--- config.mk ---
export PLATFORM = sky130hd
export DESIGN_NAME = ext_register_bank
export DESIGN_NICKNAME = d
export VERILOG_FILES = /design/src/source/ext_register_bank.sv
export SDC_FILE = /design/constraint.sdc
export NUM_CORES = 1
export LEC_CHECK = 0
export CORE_MARGIN = 2
export CORE_UTILIZATION = 40
export CTS_BUF_LIST = sky130_fd_sc_hd__clkbuf_4
export DETAILED_ROUTE_END_ITERATION = 8
export DONT_BUFFER_PORTS = 1
export PLACE_DENSITY = 0.6
export SLEW_MARGIN = 15
export SYNTH_ARGS = -nofsm -noshare
export SYNTH_HDL_FRONTEND = slang
export SYNTH_SLANG_ARGS = --single-unit
--- constraint.sdc ---
create_clock -name clk -period 5.4 [get_ports clk]
set_clock_uncertainty 0.2 [all_clocks]
set_input_delay 0 -clock clk [delete_from_list [all_inputs] [get_ports clk]]
set_output_delay 0 -clock clk [all_outputs]
set_load 0.005 [all_outputs]
--- src/source/ext_register_bank.sv ---
`timescale 1ns/1ps
`default_nettype none

module ext_register_bank #(
    parameter int reg_count = 32
) (
    input  logic                         clk,
    input  logic                         reset,
    input  logic                         load,      // external load strobe
    input  logic [$clog2(reg_count)-1:0] load_addr,
    input  logic [31:0]                  load_data,
    input  logic                         ri,        // cpu read request
    input  logic [$clog2(reg_count)-1:0] addr,
    output logic                         chip_sel,
    output logic                         ack,
    output logic [31:0]                  rdata
);
    logic [31:0] regs [reg_count];

    // cpu may not read in the cycle a load is written
    assign chip_sel = !load;

    always_ff @(posedge clk) begin
        if (reset) begin
            ack <= 1'b0;
            for (int i = 0; i < reg_count; i++) begin
                regs[i] <= '0; // status registers come up cleared
            end
        end else begin
            if (load) begin
                regs[load_addr] <= load_data;
            end
            // one cycle pulse, then low again before the next read
            ack <= ri && chip_sel && !ack;
        end
    end

    // captured with the read so it lines up with ack
    always_ff @(posedge clk) begin
        if (ri && chip_sel) begin
            rdata <= regs[addr];
        end
    end

endmodule

`default_nettype wire

==> impl_metrics.yaml <==
clock_tree:
  cts_root_buffer: "clkbuf_4"
  clockBufferDepth: 4
  clkTransAtPathRegs_ns: 0.06
  clock_sinks: 1057
  tritoncts: "yes"
  clkLatencyLatePin_ns: 1.18
  cts.htree.levels: 5
  cts_inserted_buffers: 300
  cts_hold_buf: 346
  cts_setup_buffers: 0
  cts-resized-gates: 0
power_and_ir_drop:
  p_comb_share_pct: 8.2
  p_switching_mw: 4.38
  power_density_nw_per_um2: 324
  p_clk_share_pct: 39.7
  seq_power_share_pct: 52.1
  leakage_nw: 21.8
  ir_worst_vdd_mv: 0.214
  internal_power_mw: 14.1
  sw_frac_of_total_pct: 23.7
critical_path:
  crit_top_cell: "dlygate4sd3_1"
  critical-path-max-stage-delay_ns: 0.94
  critPathLaunchType: "input port"
  required_ns: 6.08
  cp.arrival_ns: 4.61
  critPathBufInv: 6
  cp_max_fo: 111
  critPathSlowestCell: "dlygate4sd3_1"
  crit_family: "buffers and inverters"
  end_kind: "flop"
  path_cells: "dlygate4sd3_1 > nor2_4 > dlygate4sd3_1 > buf_12 > nand2_1 > dlygate4sd3_1 > a31oi_1 > dlygate4sd3_1 > nand3_1 > dlygate4sd3_1"
  path_class: "in2reg"
  r2r_setup_slack_ns: 1.80
synth:
  syn-num-nets: 3564
  syn_area_um2: 48600
  synth_cell_types: 33
  async_flop_share_pct: 0
  synth-main-ff-cell: "edfxtp_1"
  synth_top_area_share_pct: 65.3
  synth_area_leader_cell: "edfxtp_1"
  synth_edf_count: 1056
  syn_inst: 3518
  synth-seq-cells: 1057
  syn_avg_cell_area_um2: 13.8
  synth_seq_area_share_pct: 65.4
  yosys_warnings: 0
  ys_top_cells_by_area: "edfxtp_1, and2_1, mux2i_1, a22oi_1, clkbuf_1"
sta:
  fin_setup_tns_ns: 0
  final_hold_viol_count: 0
  slew_headroom_pct: 12.6
  fin_crit_ns: 3.93
  fmax_ghz: 0.255
  period_share_pct: 72.7
  rsz0062_at_grt: "no"
  report.final.slew_viol_count: 0
  setup_violations: 0
  worst_pin_slew_ns: 1.31
global_routing:
  grt_pass1_vias: 30720
  grt_max_degree: 322
  grt_pass1_wl_um: 209000
  grtUsageTotal_pct: 23.1
  grt_overflow: 0
  antenna_found_initial: 15
finish:
  multiInputGateArea_um2: 15200
  final_common_cell: "edfxtp_1"
  final.fill_count: 10671
  drive_above_1_share_pct: 15.9
  stdcell_area_um2: 57100
  areaGrowthSynthToFinish_pct: 17.6
  nNetsFinal: 3924
  mostFrequentLayoutCells: "edfxtp_1, and2_1, mux2i_1, clkbuf_4, dlygate4sd3_1"
  regArea_um2: 31700
die:
  die_x_um: 352
  std_cell_rows: 127
  io_pins: 80
  core_um2: 120000
  dieArea_um2: 124000
  initial_utilization_pct: 40.4
  die_y_um: 352
route:
  ant_nets: 0
  drtPass1Iterations: 6
  via_per_inst: 5.31
  vias: 30181
  wl_per_cell_um: 25.5
  drc_errors: 0
  drt_wl_total_um: 145000
  drt_iter0_drc: 2961
outcome:
  status: "finished clean"
placement:
  place_congestion: 0.828
  place_area_um2: 49300
  numPortBuffers: 0
  place_hpwl_um: 77800
job:
  drv_cap: 0
min_path:
  hold_class: "in2reg"
## worst register-to-register path: stages, from the launching register on
cell and delay, ns:
edfxtp_1 0.36, mux2i_1 0.17, dlygate4sd3_1 0.59, nand2_1 0.05
dlygate4sd3_1 0.59, nand3_1 0.07, dlygate4sd3_1 0.56, nand3_1 0.09
dlygate4sd3_1 0.64
## power groups by stage
| stage | clock (mW) | combinational, mW | sequential [mW] |
|---|---|---|---|
| 2_1_floorplan | 0 | 0.793 | 9.72 |
| 3_3_place_gp | 0 | 0.992 | 9.79 |
| 3_5_place_dp | 0 | 0.992 | 9.80 |
| 4_1_cts | 7.45 | 1.50 | 9.62 |
| 5_1_grt | 7.90 | 1.59 | 9.66 |
| 6_report | 7.34 | 1.52 | 9.62 |
## registers in the layout (all words and copies together) (netlist names)
signal / flops
regs: 1024
rdata: 32
ack: 1
## final timing paths
path / startpoint / to / depth (start not counted)
hold / removal: addr[1] / rdata[16] / 5
hold reg to reg: ack / ack / 2
setup / recovery: addr[2] / rdata[4] / 10
setup reg to reg: regs[27][29] / rdata[29] / 8
## metrics by stage
stage                     instances  hold slack, ns  setup slack (ns)  power, mW  util (%)
after detailed placement       4839          -0.173              2.46       10.8      41.0
final                          5689          0.0376              1.47       18.5      47.5
after global placement         4839          -0.173              2.57       10.8      41.0
after global routing           5686          0.0264              1.43       19.2      47.5
after floorplan                3518          -0.177              3.30       10.5         -
after CTS                      5678         0.00250              1.59       18.6      47.5
## logic make-up (layout without fill, tap and decap cells)
family | Yosys count | after routing | share of synthesized area [%]
and+or+nand+nor | 1338 | 1338 | 16.6
DFF | 1057 | 1057 | 65.4
muxes | 512 | 512 | 10.6
buffers and inverters | 323 | 874 | 3.43
AOI/OAI and AO/OA | 288 | 288 | 4.04
other | 0 | 8 | 0
## cell usage after synthesis (2+ instances only)
cell type,number
nand3b_1,3
a21oi_1,96
mux2i_1,512
nor2_1,21
nand3_1,97
buf_1,10
a22o_1,64
a22oi_1,96
or3b_4,2
buf_6,26
nand2b_1,3
nand2_1,98
clkbuf_2,54
clkbuf_1,164
or3_4,2
and2_1,1025
edfxtp_1,1056
or2_2,33
nor2b_1,3
nor3_1,32
nor2_2,4
a31oi_1,32
nor2_4,3
buf_4,36
buf_2,31
nor2_8,8
## per-layer routing
layer,GRT usage (%),routed length [um],up-vias
met4,7.48,3420,4
li1,-,-,13509
met2,36.2,67600,1305
met5,0,27,-
met1,30.0,58700,15118
met3,7.98,15400,245
## layout make-up
class                           count  area share (%)
Timing Repair Buffer              380            7.70
Clock buffer                      458            6.02
Multi-Input combinational cell   2138            26.7
Clock inverter                     35           0.460
Sequential cell                  1057            55.6
Antenna cell                        8          0.0351
Tap cell                         1612            3.53
Inverter                            1         0.00657
No activity file was read; power rests on OpenSTA's default activity.
