<file path="src/source/mmio_pkg.sv">
`default_nettype none

package mmio_pkg;

    // cpu side operation codes, same encoding as the cpu memory handler
    typedef enum logic [1:0] {
        op_idle  = 2'b00,
        op_write = 2'b01,
        op_read  = 2'b10,
        op_fetch = 2'b11
    } mmio_op_t;

    // upper bounds of each address window, all inclusive
    localparam logic [31:0] fetch_top = 32'd1024; // instruction fetch window
    localparam logic [31:0] reg_top   = 32'd1056; // external register bank
    localparam logic [31:0] mem_top   = 32'd1792; // data memory
    localparam logic [31:0] tft_top   = 32'd2047; // serial tft display

    // tag byte that marks a memory address on the bus
    localparam logic [7:0] mem_tag = 8'h33;

    // request as presented by the cpu core
    typedef struct packed {
        logic [31:0] addr;
        logic [31:0] wdata;
        mmio_op_t    op;
    } cpu_req_t;

    // single transfer toward the bus master and on to memory
    typedef struct packed {
        logic        read;
        logic        write;
        logic [31:0] addr;
        logic [31:0] wdata;
    } bus_req_t;

    // address and data shifted out to the display, addr goes first
    typedef struct packed {
        logic [31:0] addr;
        logic [31:0] data;
    } tft_cmd_t;

endpackage

`default_nettype wire

</file>
<file path="src/source/mmio_decoder.sv">
`timescale 1ns/1ps
`default_nettype none

module mmio_decoder (
    input  mmio_pkg::cpu_req_t req,          // held by the cpu while busy
    input  logic               bus_busy,     // bus master still waiting on memory
    input  logic [31:0]        bus_rdata,    // valid in the ack cycle
    input  logic [31:0]        reg_rdata,
    input  logic               reg_ack,
    input  logic               reg_chip_sel, // low while the bank is being loaded
    input  logic               tft_ack,      // high while a frame is shifting
    output mmio_pkg::bus_req_t bus,
    output logic               ri,
    output logic [4:0]         reg_addr,
    output logic               wi,
    output mmio_pkg::tft_cmd_t tft,
    output logic               busy,
    output logic [31:0]        rdata,
    output logic [31:0]        instr
);
    import mmio_pkg::*;

    logic        in_fetch;
    logic        in_reg;
    logic        in_mem;
    logic        in_tft;
    logic [31:0] mem_addr;
    logic        reg_wait; // register read not finished yet

    // window decode, boundaries follow the address map in the package
    assign in_fetch = (req.addr <= fetch_top);
    assign in_reg   = (req.addr > fetch_top) && (req.addr <= reg_top);
    assign in_mem   = (req.addr > reg_top) && (req.addr <= mem_top);
    assign in_tft   = (req.addr > mem_top) && (req.addr <= tft_top);

    // memory sees only the low 24 bits behind the tag byte
    assign mem_addr = {mem_tag, req.addr[23:0]};

    always_comb begin
        bus      = '0; // nothing on the bus by default
        ri       = 1'b0;
        reg_addr = '0;
        wi       = 1'b0;
        tft      = '0;
        rdata    = '0;
        instr    = '0;
        reg_wait = 1'b0;

        // a frame in flight stalls everything, so each request goes out once
        if (!tft_ack) begin
            case (req.op)
                op_fetch: begin
                    if (in_fetch) begin
                        bus.read = 1'b1;
                        bus.addr = mem_addr;
                        instr    = bus_rdata; // next instruction for fetch
                    end
                end
                op_read: begin
                    if (in_reg) begin
                        reg_addr = req.addr[4:0];
                        if (reg_chip_sel) begin
                            ri       = 1'b1;
                            rdata    = reg_rdata;
                            reg_wait = !reg_ack; // done once the bank acks
                        end else begin
                            reg_wait = 1'b1; // load in progress, hold off
                        end
                    end else if (in_mem) begin
                        bus.read = 1'b1;
                        bus.addr = mem_addr;
                        rdata    = bus_rdata;
                    end
                end
                op_write: begin
                    if (in_mem) begin
                        bus.write = 1'b1;
                        bus.addr  = mem_addr;
                        bus.wdata = req.wdata;
                    end else if (in_tft) begin
                        wi       = 1'b1;        // port takes it only when idle
                        tft.addr = req.addr;
                        tft.data = req.wdata;
                    end
                    // register window is load-only, write dropped here
                end
                default: ; // idle, nothing to route
            endcase
        end

        // three sources can stall the cpu
        busy = tft_ack | bus_busy | reg_wait;
    end

endmodule

`default_nettype wire

</file>
<file path="config.mk">
export PLATFORM = sky130hd
export DESIGN_NAME = mmio_decoder
export DESIGN_NICKNAME = d
export VERILOG_FILES = /design/src/source/mmio_pkg.sv /design/src/source/mmio_decoder.sv
export SDC_FILE = /design/constraint.sdc
export NUM_CORES = 1
export LEC_CHECK = 0
export BUFFER_PORTS_ARGS = -buffer_cell sky130_fd_sc_hd__buf_2
export CORE_AREA = 2 2 132 134
export DETAILED_ROUTE_END_ITERATION = 16
export DIE_AREA = 0 0 134 136
export GPL_TIMING_DRIVEN = 0
export PLACE_DENSITY = 0.38
export SYNTH_ARGS = -nofsm -noshare
export SYNTH_HDL_FRONTEND = slang
export SYNTH_SLANG_ARGS = --single-unit
</file>
<file path="constraint.sdc">
create_clock -name vclk -period 2.8
set_input_delay 0.42 -clock vclk [all_inputs]
set_output_delay 0.42 -clock vclk [all_outputs]
set_load 0.005 [all_outputs]
</file>
==> metrics.md <==
| Metric | Value |
|---|---|
| Run status | `finished clean` |
| DIE AREA | `0.0182 mm^2` |
| P&R area growth vs syn | `112%` |
| Pre-Repair DR Iteration Count | `4` |
| Worst EP arrival | `2290 ps` |
| Fin crit share | `0.966` |
| Share of layout cells above drive strength 1 | `0.618` |
| WHS | `1120 ps` |
| Worst Hold Class | `primary input to output port` |
| Die Y | `136 um` |
| Endpoint class of the critical path | `output port` |
| Power per cell area | `56.0 mW/mm^2` |
| Global-route wire length before repair | `17.1 mm` |
| Hold depth | `3` |
| FP Rows | `48` |
| Layout Nets | `approximately 790` |
| RSZ-0062 raised after global routing | `no` |
| Clk pwr share | `0` |
| Critical-path cell list | `buf_2 > or4_4 > o21ai_2 > a211o_1 > buf_6 > nor4_4 > buf_4 > buf_2 > and2_1 > buf_2` |
| Routed wire length | `12.4 mm` |
| I/O Buffers | `297` |
| Cell leakage power | `2.58 nW` |
| Tmin final | `2710 ps` |
| Die width | `134 um` |
| Part of the Yosys area used for sequential elements | `0` |
| ANT nets after route | `0` |
| Largest net degree at the start of global routing | `11` |
| Critical path peak fanout | `10` |
| Main combinational cell family by area after synthesis | `simple AND/OR/NAND/NOR gates` |
| CP Launch Type | `primary input` |
| GR Overflow Total | `0` |
| Num sequential | `0` |
| Total GRT Usage | `0.118` |
| Met3 Usage GRT | `0.0265` |
| Worst hold start | `reg_rdata[29]` |
| Grt met2 use | `0.232` |
| Critical path class | `primary input to output port` |
| Pins Over Slew Limit | `0` |
| Int Pwr | `roughly 130 uW` |
| Yosys warns | `0` |
| Most frequent cells in the layout | `293 x buf_2, 103 x and2_1, 54 x buf_4, 38 x conb_1, 33 x nand3_1` |
| Number of global-route vias before repair | `3046` |
| Starting DRT DRC Count | `62` |
| Via count | `3308` |
| Psw | `113 uW` |
| Post-synth top area share | `0.339` |
| Initial antenna violation count | `0` |
| Sequential Power Share | `0` |
| Maximum VDD drop | `0.0000218 V` |
| Core Region | `0.0169 mm^2` |
| Crit path from | `req[37]` |
| Max incr delay on CP | `530 ps` |
| Slew @ Worst Pin | `597 ps` |
| Post-Synth Simple-Gate Area | `0.553` |
| Clock buffer count | `0` |
| Post-synthesis cell count | `302` |
| Place WS | `-435 ps` |
| Leading cell type in the layout, fill and taps excluded | `buf_2` |
| Vias/cell | `between 3 and 4` |
| Storage cell area | `0 um^2` |
| Max_cap viols | `0` |
| CP required | `2380 ps` |
| Switch share | `0.464` |
| Met1 usage | `0.135` |
| DR WL/cell | `14.1 um` |
| Distinct cell type count after synthesis | `37` |
| XOR/XNOR Fraction of Synth Area | `0.00428` |
| Setup TNS | `0 ps` |
| Final setup viols | `0` |
| Final hold violations | `0` |
| Synth Area in Compound Gates | `0.215` |
| Placer Congestion | `0.702` |
| Leading area contributor after synthesis | `and2_1` |
| Synth Area in Adders | `0` |
| Syn_area_per_cell | `around 6.8 um^2` |
| Starting density of the core | `0.121` |
| Setup ws final | `94.4 ps` |
| Comb pwr share | `1.000` |
| Cts hold-fix bufs | `0` |
| Fin util | `0.257` |
| Antenna fix cells | `0` |
| Grt peak-use layer | `met2` |
| Num ports | `336` |
| Critical path's most frequent cell | `buf_2` |
| Synth Cell Area | `0.00205 mm^2` |
| Worst path slowest cell | `or4_4` |
| Hpwl dp | `10.6 mm` |
| DR DRC count | `0` |
| Mux contribution to synthesized area | `0` |
| Worst slew margin relative to its limit | `0.601` |
| Fmax | `370 MHz` |
| Hold Path End | `rdata[29]` |
| Top cells by area, synth | `and2_1 34%, buf_4 15%, o2bb2ai_1 14%` |
==> metrics by stage <==
stage	total power, mW	cells	cell area (um^2)
after global routing	0.268	876	4340
final	0.243	876	4340
after global placement	0.215	861	3950
after CTS	0.232	868	4110
after floorplan	0.0851	339	2190
after detailed placement	0.214	861	3950
==> layer usage <==
metal | up-vias | wire, um
met4 | 0 | 107
met2 | 193 | 6390
li1 | 1688 | -
met1 | 1419 | 4670
met5 | - | 0
met3 | 8 | 1200
==> worst max-delay path by stage <==
stage               slack, ps      end  cells after the start
floorplan                 360  bus[57]                      8
global placement         -400   bus[7]                      8
detailed placement       -430   bus[7]                      8
CTS                         6  bus[40]                     10
global route               10  bus[39]                     10
finish                     90   bus[7]                     10
==> worst max-delay path, delay by kind of cell <==
family | cells | cell delay, ps
compound gates | 2 | 350
buf+inv | 5 | 730
simple gates | 3 | 770
==> final cells by class <==
type / count / area [um^2]
buffer: 69 / 510
fill: 1932 / 12500
inverter: 2 / 7.51
multi-input combinational: 268 / 1830
tap: 225 / 282
timing repair buffer: 312 / 1710
==> what timing repair did <==
item	CTS	global route
cloned	0	1
buffers inserted	7	7
resized for setup	27	42
setup endpoints to repair	156	111
pin swaps	5	13
==> power groups by stage <==
stage	sequential [mW]	combinational, mW	clock (mW)
2_1_floorplan	0	0.0851	0
3_3_place_gp	0	0.215	0
3_5_place_dp	0	0.214	0
4_1_cts	0	0.232	0
5_1_grt	0	0.268	0
6_report	0	0.243	0
==> synthesized netlist by cell type, drive strengths merged <==
master	instances
or2	1
and2	111
o2bb2ai	32
a2111oi	4
nor2b	1
nand2	3
nor2	4
o2111a	4
nand2b	3
a211o	2
o21ai	1
nand4	2
nor3	4
or3	1
or4	1
nand3	33
o32ai	1
xnor2	1
conb	1
buf	57
and4	1
a31oi	1
inv	2
o41ai	1
clkbuf	12
a21o	1
nor4	9
nand4b	1
and3	7
==> cells by family (layout without fill, tap and decap cells) <==
logic type	Yosys count	in the layout
and+or+nand+nor	182	182
buffers and inverters	71	383
other	1	38
AOI/OAI and AO/OA	47	47
xor gates and xnor gates	1	1
(Power assumes the default switching activity.)
