[src/source/mmio_pkg.sv]
`default_nettype none

package mmio_pkg;

    // cpu side operation codes, same encoding as the cpu memory handler
    typedef enum logic [1:0] {
        op_idle  = 2'b00,
        op_write = 2'b01,
        op_read  = 2'b10,
        op_fetch = 2'b11
    } mmio_op_t;

    // upper bounds of each address window, all inclusive
    localparam logic [31:0] fetch_top = 32'd1024; // instruction fetch window
    localparam logic [31:0] reg_top   = 32'd1056; // external register bank
    localparam logic [31:0] mem_top   = 32'd1792; // data memory
    localparam logic [31:0] tft_top   = 32'd2047; // serial tft display

    // tag byte that marks a memory address on the bus
    localparam logic [7:0] mem_tag = 8'h33;

    // request as presented by the cpu core
    typedef struct packed {
        logic [31:0] addr;
        logic [31:0] wdata;
        mmio_op_t    op;
    } cpu_req_t;

    // single transfer toward the bus master and on to memory
    typedef struct packed {
        logic        read;
        logic        write;
        logic [31:0] addr;
        logic [31:0] wdata;
    } bus_req_t;

    // address and data shifted out to the display, addr goes first
    typedef struct packed {
        logic [31:0] addr;
        logic [31:0] data;
    } tft_cmd_t;

endpackage

`default_nettype wire

[src/source/bus_master.sv]
`timescale 1ns/1ps
`default_nettype none

module bus_master (
    input  logic               clk,
    input  logic               reset,
    input  mmio_pkg::bus_req_t cmd,       // from the decoder
    input  logic               ack,       // memory finished the transfer
    input  logic [31:0]        mem_rdata,
    output mmio_pkg::bus_req_t mem,       // held steady toward memory
    output logic               stb,
    output logic               busy,
    output logic [31:0]        rdata
);
    import mmio_pkg::*;

    typedef enum logic {
        st_idle,
        st_active
    } state_t;

    state_t   state;
    bus_req_t held;  // request captured at start of transfer
    logic     start;

    // a read or write seen while idle opens a new transfer
    assign start = (state == st_idle) && (cmd.read || cmd.write);

    always_ff @(posedge clk) begin
        if (reset) begin
            state <= st_idle;
        end else begin
            case (state)
                st_idle:   if (start) state <= st_active;
                st_active: if (ack) state <= st_idle; // one transfer per request
                default:   state <= st_idle;
            endcase
        end
    end

    // address and data stay frozen until ack
    always_ff @(posedge clk) begin
        if (start) begin
            held <= cmd;
        end
    end

    assign stb = (state == st_active); // high until ack, then drops

    assign mem.read  = stb & held.read;
    assign mem.write = stb & held.write;
    assign mem.addr  = held.addr;
    assign mem.wdata = held.wdata;

    // busy covers the request cycle and every wait cycle, not the ack cycle
    always_comb begin
        case (state)
            st_idle:   busy = start;
            st_active: busy = !ack;
            default:   busy = 1'b0;
        endcase
    end

    assign rdata = ack ? mem_rdata : '0; // only meaningful with ack

endmodule

`default_nettype wire

[config.mk]
export PLATFORM = sky130hd
export DESIGN_NAME = bus_master
export DESIGN_NICKNAME = d
export VERILOG_FILES = /design/src/source/mmio_pkg.sv /design/src/source/bus_master.sv
export SDC_FILE = /design/constraint.sdc
export NUM_CORES = 1
export LEC_CHECK = 0
export ABC_AREA = 1
export BUFFER_PORTS_ARGS = -buffer_cell sky130_fd_sc_hd__clkbuf_2
export CORE_ASPECT_RATIO = 1.5
export CORE_MARGIN = 2
export CORE_UTILIZATION = 44
export CTS_CLUSTER_SIZE = 8
export DETAILED_ROUTE_END_ITERATION = 10
export PLACE_DENSITY_LB_ADDON = 0.12
export SLEW_MARGIN = 20
export SYNTH_ARGS = -nofsm -noshare
export SYNTH_HDL_FRONTEND = slang
export SYNTH_SLANG_ARGS = --single-unit
export TNS_END_PERCENT = 1
[constraint.sdc]
create_clock -name clk -period 7 [get_ports clk]
set_clock_uncertainty 0.1 [all_clocks]
set_input_delay 1.05 -clock clk [delete_from_list [all_inputs] [get_ports clk]]
set_output_delay 1.05 -clock clk [all_outputs]
set_load 0.01 [all_outputs]
==> out/results.env <==
SYNTH-EDFF-COUNT=66
INITIAL_ANTENNA_VIOLATION_COUNT=0
WORST_SLEW_MARGIN_REL_PCT=56.1
WORST_EP_REQUIRED_TIME_NS=5.85
CTS_HOLD_REPAIR.BUFFERS=0
WORSTHOLDENDPOINT='stb'
SYNTHARSTFLOPSHARE_PCT=0
AREA_SHARE_OF_FA_HA_MAJ_CELLS_AFTER_SYNTHESIS_PCT=0
STATIC-LEAKAGE-POWER_nW=1.94
FINAL_ANTENNA_NET_COUNT=0
WORSTPATHCELLLIST='clkbuf_2 > nand2_1 > inv_1 > clkbuf_2'
POWERDENSITY_nW_PER_UM2=243
DESIGN.FINAL.NETS=455
OVERALL_POWER_CONSUMPTION_mW=0.861
RUN_STATUS='complete, no violations'
SYNTH_FP_NETS=311
CTS-BUFFERS-INSERTED=9
CTS_ROOT_BUF='clkbuf_8'
DRT_ITER0_MARKERS=49
VDD.IR_DROP.WORST_uV=143
SYNTHESIS.YOSYS.WARNINGS=0
POSTLAYOUTCELLAREA_SQ_UM=3550
ARRIVAL_NS=1.92
TIMING.FINAL.SETUP_VIOLATIONS=0
FLOORPLAN.ROWS=35
SYNTH.DISTINCT_CELLS=11
TIMING.CRITICAL_PATH.SLOWEST_STAGE_CELL='clkbuf_2'
AREA_FRACTION_IN_AND_OR_NAND_AND_NOR_CELLS_AFTER_SYNTHESIS_PCT=4.86
MAX_STAGE_DELAY_NS=0.45
FIN_CRIT_SH_PCT=43.9
MAX_CAP_VIOLATIONS=0
HOLDCRITPATHCLASS='register to register'
PLACE_CONGESTION=0.700
P_INT_mW=0.655
FINAL_CORE_UTIL_PCT=57.4
GRT_FIRST_PASS_WIRELENGTH_MICRONS=8940
VIAS_PER_CELL=4.25
CORE-AREA_SQ_UM=6170
MAX_CLOCK_FREQ_GHz=0.325
PLACE_AREA_SQ_UM=3400
SYN_AREA_PER_CELL_SQ_UM=13.5
DR_TOTAL_VIAS=1836
PLACE_HPWL_MICRONS=4950
SYNTH_COMMON_CELLS='66 x edfxtp_1, 64 x buf_4, 36 x inv_1, 35 x nand2_1, 3 x buf_8'
TIMING.HOLD.WORST_PATH_DEPTH=2
TIMING_WORST_SLEW_PIN_VALUE_NS=0.657
GRT_OVERFLOW_TOTAL=0
SYNTH_LARGEST_TYPE_AREA_FRACTION_PCT=70.0
NET-SWITCHING-POWER_mW=0.206
SYN2LAYOUT_AREA_GROWTH_PCT=25.2
WORST_SETUP_PATH_END_KIND='primary output'
TIMING_WORST_SETUP_PATH_TYPE='input pin to primary output'
DETAIL_ROUTE.WIRELENGTH_MICRONS=6120
FIRST_GLOBAL_VIAS=1813
SYN_INST=210
POST_DRT_WL_PER_CELL_MICRONS=14.2
POST_SYNTHESIS_REGISTER_BIT_COUNT=67
CTS_TREE='done'
HOLD_PATH.STARTPOINT='stb'
POST-ROUTE-DRC-COUNT=0
SEQUENTIALPOWERSHARE_PCT=56.9
FIRSTDRTPASSITERS=4
SYNTH-COMPOUND-AREA-SHARE_PCT=0.618
TIMING.RR.END='mem[6]'
MAPPED_AREA_SQ_UM=2830
FIN_SETUP_TNS_NS=0
SYNTH-MAIN-FF-CELL='edfxtp_1'
NUMPORTBUFFERS=200
NUMBER_OF_HOLD_VIOLATIONS_IN_THE_FINAL_REPORT=0
SEQ_AREA_FRAC_SYNTH_PCT=70.7
NUM_ANTENNA_CELLS=0
SYNTH_MUX_AREA_SHARE_PCT=0
FLOORPLAN.DIE_AREA_SQ_UM=7110
CLKSLEWWORSTSETUPHOLDPATHS_NS=0.06
IO_PINS=201
WORSTREGTOREGCELLS=4
MAX_ROOT_SINK_BUFFERS=2
CTSRESIZECOUNT=0
CELL_WITH_THE_MOST_INSTANCES_ON_THE_WORST_PATH='clkbuf_2'
SYNTHMOSTINSTANTIATEDCELL='edfxtp_1'
SYNTH_LARGEST_AREA_CELL='edfxtp_1'
RSZ0062_AT_GRT='false'
REGTOREGSTARTPOINT='stb'
START_KIND='input pin'
CLOCK_INSERTION_DELAY_WORST_SKEW_NS=0.32
LAYOUT-DRIVE-GT1-SHARE_PCT=60.9
GRT_START_MAX_NET_PINS=36
CTS.REPAIR_TIMING.SETUP_BUFFER_COUNT=0
STARTING_DENSITY_PCT=45.9
CRITPATHLAUNCH='ack'
DIE-WIDTH_MICRONS=69.5
FINAL_MAX_SLEW_VIOL_COUNT=0
TIMING.CRITICAL_PATH.FANOUT_MAX=33
WORST-R2R-SETUP-SLACK_NS=5.03
CTS.SINKS=67
COMBPWRFRAC_PCT=13.9
SYNTH_TOP_FAMILY_BY_AREA='buffers and inverters'
FLOORPLAN.DIE.HEIGHT_MICRONS=102
CLOCK_POWER_SHARE_PCT=29.3
POST_LAYOUT_MIN_PERIOD_NS=3.07
CLOCK_TREE.HTREE_LEVEL_COUNT=3
YOSYS.AREA_SHARE.XOR_XNOR_PCT=0
SW_FRAC_OF_TOTAL_PCT=23.9
TRACK_USAGE_PCT=17.2
SYNTH.TOP_CELLS.BY_AREA='edfxtp_1 70%, buf_4 17%, inv_1 4.8%'
## per-layer routing
layer / up-vias / global-route usage, % / part of all wire (%)
met5: - / 0 / 0
met4: 0 / 8.14 / 1.9
met3: 10 / 7.89 / 12
met2: 128 / 30.0 / 51
met1: 814 / 17.6 / 34
li1: 884 / - / -
## worst max-delay path by stage
stage | to | cells past startpoint
2_1_floorplan | held[64] | 2
3_3_place_gp | rdata[31] | 4
3_5_place_dp | rdata[3] | 4
4_1_cts | rdata[3] | 4
5_1_grt | rdata[30] | 4
6_report | rdata[29] | 4
## cell usage in the layout (no fill, tap or decap), drive strengths merged
master and count:
a21oi 1, buf 1, clkbuf 211, clkinv 4
dfxtp 1, edfxtp 66, inv 37, nand2 36
o21ai 1
## stage by stage
stage | setup slack [ns] | hold WS (ns) | std cells
floorplan | 4.07 | 0.436 | 210
global placement | 3.93 | 0.423 | 417
detailed placement | 3.92 | 0.429 | 417
CTS | 3.92 | 0.440 | 432
global route | 3.79 | 0.487 | 432
finish | 3.93 | 0.440 | 432
## worst max-delay path: cells and delay by family
family | cells | cell delay, ns
AND/OR/NAND/NOR | 1 | 0.16
buffers and inverters | 3 | 0.71
## power groups by stage
stage          sequential, mW  clock (mW)  combinational [mW]
6_report                0.490       0.252               0.119
5_1_grt                 0.493       0.274               0.131
3_5_place_dp            0.499           0               0.122
3_3_place_gp            0.497           0               0.121
4_1_cts                 0.490       0.262               0.122
2_1_floorplan           0.498           0              0.0874
## cell families after synthesis
| family | Yosys count |
|---|---|
| AOI/OAI and AO/OA | 2 |
| buffers and inverters | 105 |
| and+or+nand+nor | 36 |
| DFF | 67 |
## flip-flops by register name (all words and copies together), names as in the netlist
signal,count
held,2
mem,64
stb,1
## cell type report
| class | instances | area, sq um |
|---|---|---|
| well taps | 74 | 92.6 |
| clock buffers | 11 | 131 |
| multi-input cells | 38 | 155 |
| inverters | 37 | 139 |
| clock inverters | 4 | 18.8 |
| flip-flops and latches | 67 | 2000 |
| repair buffers | 201 | 1010 |
| fillers | 567 | 2630 |
(Power assumes the default switching activity.)
