File: src/source/mmio_pkg.sv
`default_nettype none

package mmio_pkg;

    // cpu side operation codes, same encoding as the cpu memory handler
    typedef enum logic [1:0] {
        op_idle  = 2'b00,
        op_write = 2'b01,
        op_read  = 2'b10,
        op_fetch = 2'b11
    } mmio_op_t;

    // upper bounds of each address window, all inclusive
    localparam logic [31:0] fetch_top = 32'd1024; // instruction fetch window
    localparam logic [31:0] reg_top   = 32'd1056; // external register bank
    localparam logic [31:0] mem_top   = 32'd1792; // data memory
    localparam logic [31:0] tft_top   = 32'd2047; // serial tft display

    // tag byte that marks a memory address on the bus
    localparam logic [7:0] mem_tag = 8'h33;

    // request as presented by the cpu core
    typedef struct packed {
        logic [31:0] addr;
        logic [31:0] wdata;
        mmio_op_t    op;
    } cpu_req_t;

    // single transfer toward the bus master and on to memory
    typedef struct packed {
        logic        read;
        logic        write;
        logic [31:0] addr;
        logic [31:0] wdata;
    } bus_req_t;

    // address and data shifted out to the display, addr goes first
    typedef struct packed {
        logic [31:0] addr;
        logic [31:0] data;
    } tft_cmd_t;

endpackage

`default_nettype wire

File: src/source/tft_serial_port.sv
`timescale 1ns/1ps
`default_nettype none

module tft_serial_port #(
    parameter int tft_clk_div = 2
) (
    input  logic               clk,
    input  logic               reset,
    input  logic               wi,   // write request from the decoder
    input  mmio_pkg::tft_cmd_t cmd,
    output logic               ack,  // high for the whole frame
    output logic               sclk,
    output logic               mosi,
    output logic               cs_n
);
    localparam int div_w = (tft_clk_div > 1) ? $clog2(tft_clk_div) : 1;

    logic             active;
    logic             sclk_q;   // serial clock, idles low (mode 0)
    logic [div_w-1:0] div_cnt;  // system cycles within a half period
    logic [5:0]       bit_cnt;  // bits fully sent
    logic [63:0]      shreg;
    logic             tick;     // half period boundary
    logic             take;     // new frame accepted

    assign tick = active && (div_cnt == div_w'(tft_clk_div - 1));
    assign take = !active && wi; // ignored while a frame is in flight

    always_ff @(posedge clk) begin
        if (reset) begin
            active  <= 1'b0;
            sclk_q  <= 1'b0;
            div_cnt <= '0;
            bit_cnt <= '0;
        end else if (take) begin
            active  <= 1'b1;
            sclk_q  <= 1'b0;
            div_cnt <= '0;
            bit_cnt <= '0;
        end else if (tick) begin
            div_cnt <= '0;
            sclk_q  <= !sclk_q;
            if (sclk_q) begin // falling edge closes a bit
                if (bit_cnt == 6'd63) begin
                    active <= 1'b0; // last bit done
                end else begin
                    bit_cnt <= bit_cnt + 1'b1;
                end
            end
        end else if (active) begin
            div_cnt <= div_cnt + 1'b1;
        end
    end

    // address in the upper half, msb leaves first
    always_ff @(posedge clk) begin
        if (take) begin
            shreg <= {cmd.addr, cmd.data};
        end else if (tick && sclk_q) begin
            shreg <= {shreg[62:0], 1'b0}; // next bit ready before the rise
        end
    end

    assign ack  = active;
    assign cs_n = !active;
    assign sclk = sclk_q;
    assign mosi = active & shreg[63];

endmodule

`default_nettype wire

File: config.mk
export PLATFORM = sky130hd
export DESIGN_NAME = tft_serial_port
export DESIGN_NICKNAME = d
export VERILOG_FILES = /design/src/source/mmio_pkg.sv /design/src/source/tft_serial_port.sv
export SDC_FILE = /design/constraint.sdc
export NUM_CORES = 1
export LEC_CHECK = 0
export BUFFER_PORTS_ARGS = -buffer_cell sky130_fd_sc_hd__buf_2
export CAP_MARGIN = 40
export CORE_AREA = 2 2 87 73
export DETAILED_ROUTE_END_ITERATION = 8
export DIE_AREA = 0 0 89 75
export PLACE_DENSITY = 0.94
export SYNTH_ARGS = -nofsm -noshare
export SYNTH_HDL_FRONTEND = slang
export SYNTH_SLANG_ARGS = --single-unit
File: constraint.sdc
create_clock -name clk -period 7.9 [get_ports clk]
set_input_delay 1.58 -clock clk [delete_from_list [all_inputs] [get_ports clk]]
set_output_delay 1.58 -clock clk [all_outputs]
set_load 0.01 [all_outputs]
==> run summary, run 1 <==
PwrDens: 214 nW/µm²
Clk_skew: 0.00865 ns
Worst slew pin tran: 0.545 ns
Final Hold Vio Count: 0
Antenna violations before repair: 0
Cell Chain, Critical Path: buf_2 -> nor2b_4 -> buf_4 -> nand2b_2 -> buf_4
Worst min path class: flip-flop to flip-flop
Pre-antenna DRT Iters: 4
# diodes: 0
Commonest cells post-synth: edfxtp_1, mux2_2, mux2_4, dfxtp_1, nor2_1
Clk root buf: clkbuf_8
GRT Total Usage: 0.186
GR Overflow Total: 0
GR peak layer: met2
Data required, critical path: 7.88 ns
Rows: 25
GPL Wtd Cong: 0.843
Cells after Synth: 189
Met1 GRT Util: 0.230
Post-synth cell types: 32
EDFF count, synth: 64
Largest net degree at the start of global routing: 43
Die Y: 75 µm
P_leak: 0.00151 µW
CTS tree: built
Top FF cell, synth: edfxtp_1
Seq cells post-synth: 73
Htree depth: 3
Met2 usage: 0.298
Die area: 6680 µm²
Most frequent CP cell: buf_4
Post-layout minimum cycle time: 3.29 ns
Vias in the first global route: 1809
Half-perimeter wire length after detailed placement: 3840 µm
DRT iter0 DRCs: 100
DR vias: 1834
Synth warnings: 0
Placed Area: 3670 µm²
WS Path Type: primary input to flip-flop
Max-cap viol count: 0
Fin area: 3860 µm²
Crit end category: flip-flop
Seq/Total Area, Yosys: 0.642
Status: finished clean
Core ar.: 5760 µm²
Average wire per standard cell: 16.4 µm
Worst-skew pair later-pin latency: 0.34 ns
Fmax: 304 MHz
CTS max path bufs: 2
Max incr delay on CP: 0.56 ns
Slew Limit Headroom: 0.637
Mean Syn Cell Area: 17.3 µm²
DRC Markers: 0
Vias per cell: 5.26
Number of top-level pins: 71
Die Width: 89 µm
Top cells by area, synth: edfxtp_1, mux2_2, mux2_4
Worst Path Arrival: 3.27 ns
Starting Density: 0.569
Count leader, synth: edfxtp_1
RSZ-0062 raised after global routing: no
Syn Std Cell Area: 3270 µm²
Antenna Nets Post-Route: 0
Layout cells sized above 1: 0.571
Crit-path slowest cell: buf_4
Final TNS setup: 0 ns
Reg clk slew, reported paths: 0.07 ns
First-pass GRT wire length: 8700 µm
CTS Buf Count: 9
Crit Path Max Fanout: 41
# Post-CTS Setup Buffers: 0
Post-CTS Hold Buffers: 0
Fin nets: 331
Worst Setup Start Kind: primary input
Bufs and invs on worst path: 3
Final setup viols: 0
# clock sinks: 73
Post-CTS sizing: 0
Final period util: 0.416
Async S/R FF share, synth: 0
Share of the synthesized area in the top cell type: 0.587
Synthesized Nets: 257
DRT Wirelength: 5710 µm
Synth-to-layout area growth: 17.9%
PortBufs: 70
CP top delay family: buffers and inverters
VDD IR max: 140 µV
Final slew viol count: 0
Post-synth top area cell: edfxtp_1
Met3 Resource Use GR: 0.0811
## worst reg2reg max path, cell delays in order, from the launching register on
cell	delay, ns
dfxtp_1	0.43
nor2b_4	0.15
buf_4	0.34
nand2b_2	0.56
buf_4	0.56
## layout make-up
| cell class | count | area (µm²) |
|---|---|---|
| Clock inverter | 6 | 58.8 |
| Sequential cell | 73 | 2100 |
| Inverter | 1 | 3.75 |
| Clock buffer | 10 | 128 |
| Timing Repair Buffer | 73 | 393 |
| Fill cell | 440 | 1900 |
| Multi-Input combinational cell | 105 | 1070 |
| Tap cell | 81 | 101 |
## layout by cell type (no fill, tap or decap)
cell        instances
a211oi_1            3
a21oi_1             1
a31oi_1             2
and2_1              3
and3_1              1
and4b_1             1
buf_16              1
buf_2              70
buf_4               2
bufinv_16           1
clkbuf_1            1
clkbuf_8            9
clkinv_1            2
clkinv_2            1
clkinv_4            1
clkinvlp_4          1
dfxtp_1             9
edfxtp_1           64
ha_1                1
inv_1               1
mux2_2             36
mux2_4             27
mux2i_1             1
nand2_1             5
nand2b_2            1
nand3_1             4
nor2_1              7
nor2_4              1
nor2b_4             1
nor3_1              1
nor4_1              1
o21ai_0             1
o21ai_1             1
or2_0               1
or2_2               1
or3_1               1
xnor2_1             1
xor2_1              2
## stage by stage
stage / util / cells / total power, µW / setup WS [ns] / hold slack [ns]
3_5_place_dp: 0.638 / 333 / 560 / 4.23 / 0.502
6_report: 0.671 / 349 / 828 / 4.61 / 0.513
2_1_floorplan: - / 189 / 533 / 3.76 / 0.452
3_3_place_gp: 0.633 / 332 / 554 / 3.81 / 0.463
5_1_grt: 0.671 / 349 / 862 / 4.49 / 0.537
4_1_cts: 0.671 / 349 / 837 / 4.61 / 0.505
## registers in the layout, indices dropped and copies added, names as in the netlist
register and count:
shreg 64, bit_cnt 6, ack 1, div_cnt 1
sclk 1
## path summary, 6_finish.rpt
| path | startpoint | end | slack, ns | depth (start not counted) |
|---|---|---|---|---|
| worst max-delay path | wi | shreg[50] | 4.61 | 5 |
| worst min-delay path | bit_cnt[5] | bit_cnt[5] | 0.51 | 1 |
| worst max register to register | ack | shreg[50] | 5.49 | 4 |
| worst min register to register | bit_cnt[5] | bit_cnt[5] | 0.51 | 1 |
## power breakdown
group / internal, µW / leakage [µW] / switching, µW
Clock: 144 / 0.0000913 / 132
Sequential: 453 / 0.000683 / 8.72
Combinational: 53.7 / 0.000736 / 36.2
## layer usage
layer / routed length (µm) / part of all wire / up-vias
li1: - / - / 868
met1: 2470 / 0.43 / 890
met2: 2790 / 0.49 / 70
met3: 413 / 0.072 / 6
met4: 34 / 0.0060 / 0
met5: 0 / 0 / -
## cell families after synthesis
logic type	Yosys count	synth area share
multiplexers	64	0.251
AO/OA/AOI/OAI	8	0.0153
adder cells (fa/ha/maj)	1	0.00382
XOR/XNOR	3	0.00803
AND/OR/NAND/NOR	29	0.0478
flip-flops	73	0.642
buffers and inverters	11	0.0321
Power figures use the tool's default switching activity.
==> run 2, diff against run 1 <==
--- a/config.mk
+++ b/config.mk
@@ -7,10 +7,10 @@
 export LEC_CHECK = 0
 export BUFFER_PORTS_ARGS = -buffer_cell sky130_fd_sc_hd__buf_2
 export CAP_MARGIN = 40
-export CORE_AREA = 2 2 87 73
+export CORE_AREA = 2 2 95 79
 export DETAILED_ROUTE_END_ITERATION = 8
-export DIE_AREA = 0 0 89 75
-export PLACE_DENSITY = 0.94
+export DIE_AREA = 0 0 97 81
+export PLACE_DENSITY = 0.85
 export SYNTH_ARGS = -nofsm -noshare
 export SYNTH_HDL_FRONTEND = slang
 export SYNTH_SLANG_ARGS = --single-unit
==> constraint.sdc (replaced) <==
create_clock -name clk -period 2.6 [get_ports clk]
set_input_delay 0.52 -clock clk [delete_from_list [all_inputs] [get_ports clk]]
set_output_delay 0.52 -clock clk [all_outputs]
set_load 0.01 [all_outputs]
==> run summary, run 2 (synthesized netlist as in run 1, its figures left out) <==
# Post-CTS Setup Buffers: 0 (unchanged)
Die Width: 97 µm (+9.0%)
DRC Markers: 0 (unchanged)
Worst flop-to-flop path startpoint: ack
P_leak: 0.00153 µW (+1.1%)
Largest net degree at the start of global routing: 38 (-12%)
Final period util: 0.657
Setup ws final: 0.892 ns (-3.72 ns)
Largest regs: shreg x64, bit_cnt x6
Clk root buf: clkbuf_8
Rows: 28 (+12%)
Fillcell total: 584 (+33%)
DRT iter0 DRCs: 108 (+8.0%)
CTS max path bufs: 2 (unchanged)
PortBufs: 70 (unchanged)
Fin area: 3890 µm² (+0.88%)
Fmax: 586 MHz
Final setup viols: 0 (unchanged)
Post-CTS Hold Buffers: 0 (unchanged)
Layout cells sized above 1: 0.572 (+0.00160)
Area of the multi-input gates: 1070 µm² (unchanged)
DP Worst Slack: 0.703 ns (-3.53 ns)
Max-cap viol count: 0 (unchanged)
Worst min path class: primary input to flip-flop
Data required, critical path: 2.69 ns (-5.19 ns)
Register area: 2100 µm² (unchanged)
Post-CTS sizing: 0 (unchanged)
Crit end category: flip-flop
First-pass GRT wire length: 8490 µm (-2.4%)
Synth-to-layout area growth: 19.0%
# clock sinks: 73 (unchanged)
Number of top-level pins: 71 (unchanged)
DRT Wirelength: 5360 µm (-6.1%)
RSZ-0062 raised after global routing: no
Pwr Total: 2600 µW (+210%)
Reg clk slew, reported paths: 0.08 ns (about the same)
Htree depth: 3 (unchanged)
Slew Limit Headroom: 0.674 (+0.0375)
Crit Path Max Fanout: 30 (-27%)
Antenna Nets Post-Route: 0 (unchanged)
Worst Path Arrival: 1.79 ns (-1.48 ns)
Half-perimeter wire length after detailed placement: 3660 µm (-4.8%)
Worst slew pin tran: 0.489 ns (-0.0563 ns)
Starting Density: 0.465 (-0.104)
WS Path Type: flip-flop to flip-flop
Fin nets: 332 (+0.30%)
DR vias: 1777 (-3.1%)
Pre-antenna DRT Iters: 4 (unchanged)
Die area: 7860 µm² (+18%)
Final Hold Vio Count: 0 (unchanged)
Vias in the first global route: 1782 (-1.5%)
Post-layout minimum cycle time: 1.71 ns
Final slew viol count: 0 (unchanged)
PwrDens: 668 nW/µm² (+210%)
Clk_skew: 0.00886 ns (+0.000207 ns)
Worst Setup Start Kind: flip-flop
Most common cell after layout, fill and taps aside: buf_2
Setup crit start: ack
# diodes: 0 (unchanged)
Average wire per standard cell: 14.9 µm (-8.8%)
GPL Wtd Cong: 0.785 (-6.8%)
CTS tree: built
Core ar.: 7040 µm² (+22%)
Largest register FFs: 64 (unchanged)
Register name with the most flops: shreg
CTS Buf Count: 9 (unchanged)
Vias per cell: 4.95 (-5.8%)
VDD IR max: 531 µV (+280%)
Status: finished clean
GR Overflow Total: 0 (unchanged)
Final TNS setup: 0 ns (unchanged)
Placed Area: 3680 µm² (+0.31%)
Die Y: 81 µm (+8.0%)
Worst-skew pair later-pin latency: 0.34 ns (about the same)
GRT Total Usage: 0.144 (-0.0415)
Hold Path Origin: reset
Commonest non-fill, non-tap cells in the layout: buf_2, edfxtp_1, mux2_2
Antenna violations before repair: 0 (unchanged)
## run 2: changes by cell type in the layout (fill, tap and decap cells not counted), sizes merged
cell and delta:
buf +1, bufinv +1, clkinvlp -1, clkbuf -1
clkinv +1
## run 2: critical path, cell delays in order, from the launching register on
cell	delay, ns
dfxtp_1	0.41
nor2b_4	0.26
buf_4	0.38
mux2_2	0.39
## run 2: path summary, 6_finish.rpt
path | cells after the start | slack, ns | end
min reg2reg | 1 | 0.48 | bit_cnt[5]
max | 3 | 0.89 | shreg[24]
max reg2reg | 3 | 0.89 | shreg[24]
min | 2 | 0.41 | ack
## run 2: through the flow
stage | utilization | hold WS (ns) | std cells
2_1_floorplan | - | 0.452 | 189
3_3_place_gp | 0.523 | 0.462 | 343
3_5_place_dp | 0.523 | 0.476 | 343
4_1_cts | 0.553 | 0.394 | 359
5_1_grt | 0.553 | 0.395 | 359
6_report | 0.553 | 0.406 | 359
## run 2: cell type report
cell class / instances / share of cell area
Clock inverter: 7 / 0.0219
Clock buffer: 9 / 0.0318
Multi-Input combinational cell: 105 / 0.276
Inverter: 1 / 0.000964
Timing Repair Buffer: 74 / 0.101
Sequential cell: 73 / 0.540
Tap cell: 90 / 0.0289
## run 2: where the power goes
group	internal [µW]	switching, µW
logic	163	107
registers	1380	24.3
clock network	530	400
## run 2: metal layers
metal	global-route usage	up-vias	share of wire
met5	0	-	0
met4	0.0380	0	0.0076
met3	0.0645	5	0.060
met2	0.228	48	0.48
met1	0.184	858	0.46
li1	-	866	-
